File: config.mk
export PLATFORM = sky130hd
export DESIGN_NAME = cache_opctr
export DESIGN_NICKNAME = d
export VERILOG_FILES = /design/src/cache_pkg.sv /design/src/cache_opctr.sv
export VERILOG_INCLUDE_DIRS = /design/src
export SDC_FILE = /design/constraint.sdc
export NUM_CORES = 1
export LEC_CHECK = 0
export ABC_AREA = 0
export BUFFER_PORTS_ARGS = -buffer_cell sky130_fd_sc_hd__buf_2
export CAP_MARGIN = 20
export CORE_MARGIN = 4
export CORE_UTILIZATION = 27
export CTS_CLUSTER_SIZE = 30
export DETAILED_ROUTE_END_ITERATION = 7
export HOLD_SLACK_MARGIN = 0.12
export PLACE_DENSITY = 0.6
export SYNTH_ARGS = -nofsm -noshare
export SYNTH_HDL_FRONTEND = slang
export SYNTH_SLANG_ARGS = --single-unit
File: constraint.sdc
create_clock -name clk -period 3.3 [get_ports clk]
set_clock_uncertainty 0.2 [all_clocks]
set_input_delay 0.495 -clock clk [delete_from_list [all_inputs] [get_ports clk]]
set_output_delay 0.495 -clock clk [all_outputs]
set_load 0.1 [all_outputs]
File: src/cache_params.svh
// cache geometry
`ifndef CACHE_PARAMS_SVH
`define CACHE_PARAMS_SVH

// word offset bits inside a line
`define L1_OFFSET_WIDTH 2
`define L2_OFFSET_WIDTH 3

// index bits per cache
`define I_INDEX_WIDTH   6
`define D_INDEX_WIDTH   6
`define L2_INDEX_WIDTH  7

`endif
File: src/cache_pkg.sv
// cache subsystem types
`include "cache_params.svh"

package cache_pkg;

    typedef logic [31:0] word_t;
    typedef logic [31:0] addr_t;
    typedef logic [3:0]  strb_t;
    typedef logic [(32 << `L1_OFFSET_WIDTH)-1:0] l1_line_t;
    typedef logic [(32 << `L2_OFFSET_WIDTH)-1:0] l2_line_t;

    typedef struct packed {
        addr_t addr;
        word_t wdata;
        strb_t wstrb;
        logic  wr;
    } l1_req_t;

    typedef struct packed {
        addr_t    addr;
        l2_line_t wdata;
        logic     wr;
    } mem_req_t;

    typedef struct packed {
        logic  valid;
        addr_t addr;
    } cache_op_t;

    typedef enum logic [1:0] {l1_idle, l1_refill, l1_wait_wr} l1_state_e;
    typedef enum logic [2:0] {
        l2_idle, l2_lookup, l2_writeback, l2_fill, l2_respond
    } l2_state_e;

    // byte-strobe merge, shared by dcache and L2
    function automatic word_t merge_word(word_t old_w, word_t new_w, strb_t strb);
        word_t res;
        res = old_w;
        for (int b = 0; b < 4; b++) begin
            if (strb[b]) res[8*b +: 8] = new_w[8*b +: 8];
        end
        return res;
    endfunction

endpackage

File: src/cache_opctr.sv
// cache op holding registers
`timescale 1ns/10ps

module cache_opctr (
    input  logic                 clk,
    input  logic                 reset_i,
    input  cache_pkg::cache_op_t op_i_i,
    input  cache_pkg::cache_op_t op_d_i,
    input  cache_pkg::cache_op_t op_l2_i,
    input  logic                 ack_i_i,
    input  logic                 ack_d_i,
    input  logic                 ack_l2_i,
    output cache_pkg::cache_op_t pend_i_o,
    output cache_pkg::cache_op_t pend_d_o,
    output cache_pkg::cache_op_t pend_l2_o,
    output logic [2:0]           op_busy_o
);
    import cache_pkg::*;

    cache_op_t  op_in [3];  // slot 0 icache, 1 dcache, 2 L2
    cache_op_t  pend [3];
    logic [2:0] ack;

    assign op_in[0] = op_i_i;
    assign op_in[1] = op_d_i;
    assign op_in[2] = op_l2_i;
    assign ack = {ack_l2_i, ack_d_i, ack_i_i};
    assign pend_i_o = pend[0];
    assign pend_d_o = pend[1];
    assign pend_l2_o = pend[2];

    for (genvar k = 0; k < 3; k++) begin : g_slot
        always_ff @(posedge clk) begin
            if (reset_i) begin
                pend[k].valid <= 1'b0;
            end else if (ack[k]) begin
                pend[k].valid <= 1'b0;
            end else if (!pend[k].valid && op_in[k].valid) begin
                pend[k] <= op_in[k];  // busy slot drops new ops
            end
        end
        assign op_busy_o[k] = pend[k].valid;
    end

endmodule

== Yosys cells after proc, flatten, opt, wreduce, memory -nomap -nowiden ==
Memories as Yosys holds them, arrays and structs flattened.
Cells that the tools add are included.
Operators by class
  mux-type cells: 29
  bitwise gates (word level): 6
  reductions and logical operators: 6
Operators with widths (count)
  1-bit 2-to-1 mux: 29
  1-bit bitwise OR: 6
  1-bit logical AND: 3
  1-bit zero test: 3
Storage, ports and cells
  flip-flop bits (word level): 0
  memory bits (writable): 99
  input port bits: 104
  word-level logic and storage cells: 42
  memories: 1
Memories
  pend: words 3, bits a word 33, read ports 3, clocked after memory_dff 0, wr ports 3, line cache_opctr.sv:21  | cache_op_t pend [3];

== Longest topological paths before layout ==
An unclocked memory read counts as a cell.
  depth after elaboration: 8
  depth in mapped cells: 3

== Least setup slack after synthesis ==
Ideal clock, no wire load.
  kind: reg2reg
  start: memory pend[0][32] in the netlist's numbering
  end: memory pend[0][0] in the netlist's numbering, enable pin
  library setup time: 0.461 ns
  arrival time: 3.315 ns
  slack: -0.676 ns
  cell stages (with the launch flop): 3
  path buffers: 0
  cell sequence: edfxtp_1 -> nand2b_1 -> nor3_1
RTL lines (line)
  from (decl): cache_opctr.sv:21

==> run metrics <==
status=complete, no violations; post-synthesis cell count=118; sequential share of the synthesized area=0.966; DP HPWL=about 5800 um; Mapped Area=3080 um2; Critical Path Sink=pend[1][11]$_DFFE_PP_; P_leak=2.02 nW; final worst-path cycle share=0.631; placed cell areas=4300 um2; PortBufs=roughly 200; share of post-route cells with drive strength above 1=0.610; Worst Hold Class=input port to flip-flop; post-synth top area cell=edfxtp_1; clock power share=0.334; Worst Path Arrival=roughly 1900 ps; CP bufs+invs=1; Synth async-reset ratio=0; critical path type=flip-flop to flip-flop; Avg Inst Size Synth=between 20 and 30 um2; TritonCTS clock tree=yes; row count=38; area of the multi-input gates=about 110 um2; Power Total=roughly 2.8 mW; global-route usage over all layers=0.107; Reg area=just under 3000 um2; critical path cell sequence=nand2b_1 > nor3_4 > buf_4; register bit total from synthesis=between 90 and 100; Syn. warnings=0; gp weighted congestion=roughly 0.71; CP required=3120 ps; top-count cell post-synth=edfxtp_1; reg-to-reg endpoint=pend[1][11]$_DFFE_PP_; Worst-path clk slew=~60 ps; vias in the first global route=2054; Ant. Diodes=0; largest net degree at the start of global routing=33; clk_lat worst skew=roughly 330 ps; top achievable clock speed=slightly below 0.5 GHz; root buf cell=clkbuf_16; io pins=206; normalized max-slew margin=0.508; max FFs per register=roughly 100; vias per std cell=about 4; Die H=~110 um; Post-synth EDFFs=99; Layout area overhead=58.0%; Max-Cap Viols=0; Synth Flop Type=edfxtp_1; Global Route met1 Usage=0.120; Initial Utilization=0.280; H-Tree Depth=3; r2r startpoint=pend[1][32]$_DFFE_PP_; post-synthesis simple-gate area fraction=0.0232; CTS resizes=0; RSZ-0062 raised after global routing=false; initial antenna violation count=0; CP top delay family=simple AND/OR/NAND/NOR gates; die area=~13000 um2; TritonCTS Buffers=9; busiest layer in global routing=met2; reg2reg setup slack=1220 ps; DRC=0; WHS=roughly 140 ps; Final Hold Fails=0; Tmin final=around 2100 ps; post-synthesis mux area share=0; post-synth top area share=0.966; total gr overflow=0; Final nets=around 470; Placed Cells=about 460; Critical Path Max Stage Delay=between 500 and 600 ps; Core Util, Final=0.443; Crit. path cell count=3; Finished Layout Cells=roughly 510; P_sw=761 uW; Max Slew Vio Count=0; Routed WL=approximately 7500 um; power share of the combinational group=0.152; top cells by area, synth=edfxtp_1 97%, nor3_1 0.98%, buf_4 0.73%; pre-CTS setup slack=about 1000 ps; largest family of logic cells by synthesized area=simple AND/OR/NAND/NOR gates; crit path launch=pend[1][32]$_DFFE_PP_; routed via count=about 2000; initial DRC count=slightly below 80; number of distinct library cells after synthesis=7; Compound-Gate Fraction of Synth Area=0; Hold Path Depth=1; maximum clock path buffer count=2; synth cell count leaders=99 x edfxtp_1, 6 x nor3_1; number of fill cells=1000; setup tns final=0 ps; die outline width=approximately 110 um; Final ANT Viol Nets=0; post-synthesis xor/xnor area fraction=0; global routing usage on met2=0.178; clk sink count=99; per-cell routed wire length=about 15 um; buffers inserted by post-CTS timing repair=0; Initial DRT Pass Iterations=4; Flop pwr share=0.515; R2R depth=3; CP Max Fanout=17; most flop-heavy register=pend; Synth Net Count=222; first-pass GRT wire length=approximately 10000 um; Max IR drop VDD=between 0.2 and 0.25 mV; Final Instance Area=4860 um2; core area=~11000 um2; Int Pwr=between 2 and 2.5 mW; switch share=0.272; fraction of the mapped netlist area in adder cells=0; final setup vio count=0; GR Util met3=0.0453; Critical Path End Type=flip-flop; final setup margin=1220 ps; slew at the pin with the worst max-slew slack=735 ps; Setup crit start kind=flip-flop; CP max-delay cell=nor3_4; Regs by FF count=pend: 99 flops; power per cell area=~570 nW/um2
-- worst register-to-register path: cells and delay by family (launching register included) --
family / cells / cell delay (ps)
flops: 1 / 400
simple gates: 2 / 810
buf+inv: 1 / 360
-- power groups by stage --
| stage | registers, mW | logic [mW] | clock network, mW |
|---|---|---|---|
| after floorplan | 1.71 | 0.0468 | 0 |
| final | 1.44 | 0.423 | 0.933 |
| after global routing | 1.44 | 0.440 | 1.03 |
| after global placement | 1.46 | 0.397 | 0 |
| after detailed placement | 1.47 | 0.400 | 0 |
| after CTS | 1.44 | 0.404 | 0.973 |
-- per-layer routing --
layer,up-vias,wire length (um)
met1,926,2840
met5,-,0
met3,9,936
met4,0,131
met2,133,3560
li1,954,-
-- timing repair --
item,4_1_cts,5_1_grt
hold endpoints to repair,5,24
setup endpoints to repair,0,0
hold buffers,5,24
-- worst min path at each step --
stage / endpoint / startpoint / slack, ps
floorplan: pend[0][0]$_DFFE_PP_ / op_i_i[0] / 390
global placement: pend[1][3]$_DFFE_PP_ / op_d_i[3] / 470
detailed placement: pend[1][3]$_DFFE_PP_ / op_d_i[3] / 470
CTS: pend[1][10]$_DFFE_PP_ / op_d_i[10] / 120
global route: pend[1][21]$_DFFE_PP_ / op_d_i[21] / 120
finish: pend[1][26]$_DFFE_PP_ / op_d_i[26] / 140
-- final cells by class --
| class | instances | area share |
|---|---|---|
| timing repair buffer | 237 | 0.275 |
| tap | 140 | 0.0360 |
| clock buffer | 10 | 0.0471 |
| sequential | 99 | 0.611 |
| clock inverter | 6 | 0.00849 |
| multi-input combinational | 15 | 0.0216 |
-- cells by family after synthesis --
| logic type | after synthesis |
|---|---|
| simple gates | 15 |
| buf+inv | 4 |
| flops | 99 |
-- cell usage in the layout, fill, tap and decap left out, types with 3 or more instances in the layout --
cell type | synthesis | layout
nor3_4 | 0 | 3
buf_2 | 0 | 205
nor3_1 | 6 | 3
edfxtp_1 | 99 | 99
nor2_1 | 3 | 3
nand2_1 | 3 | 3
clkbuf_16 | 0 | 9
nand2b_1 | 3 | 3
dlygate4sd3_1 | 0 | 29
buf_4 | 3 | 3
No activity file was read; power rests on OpenSTA's default activity.
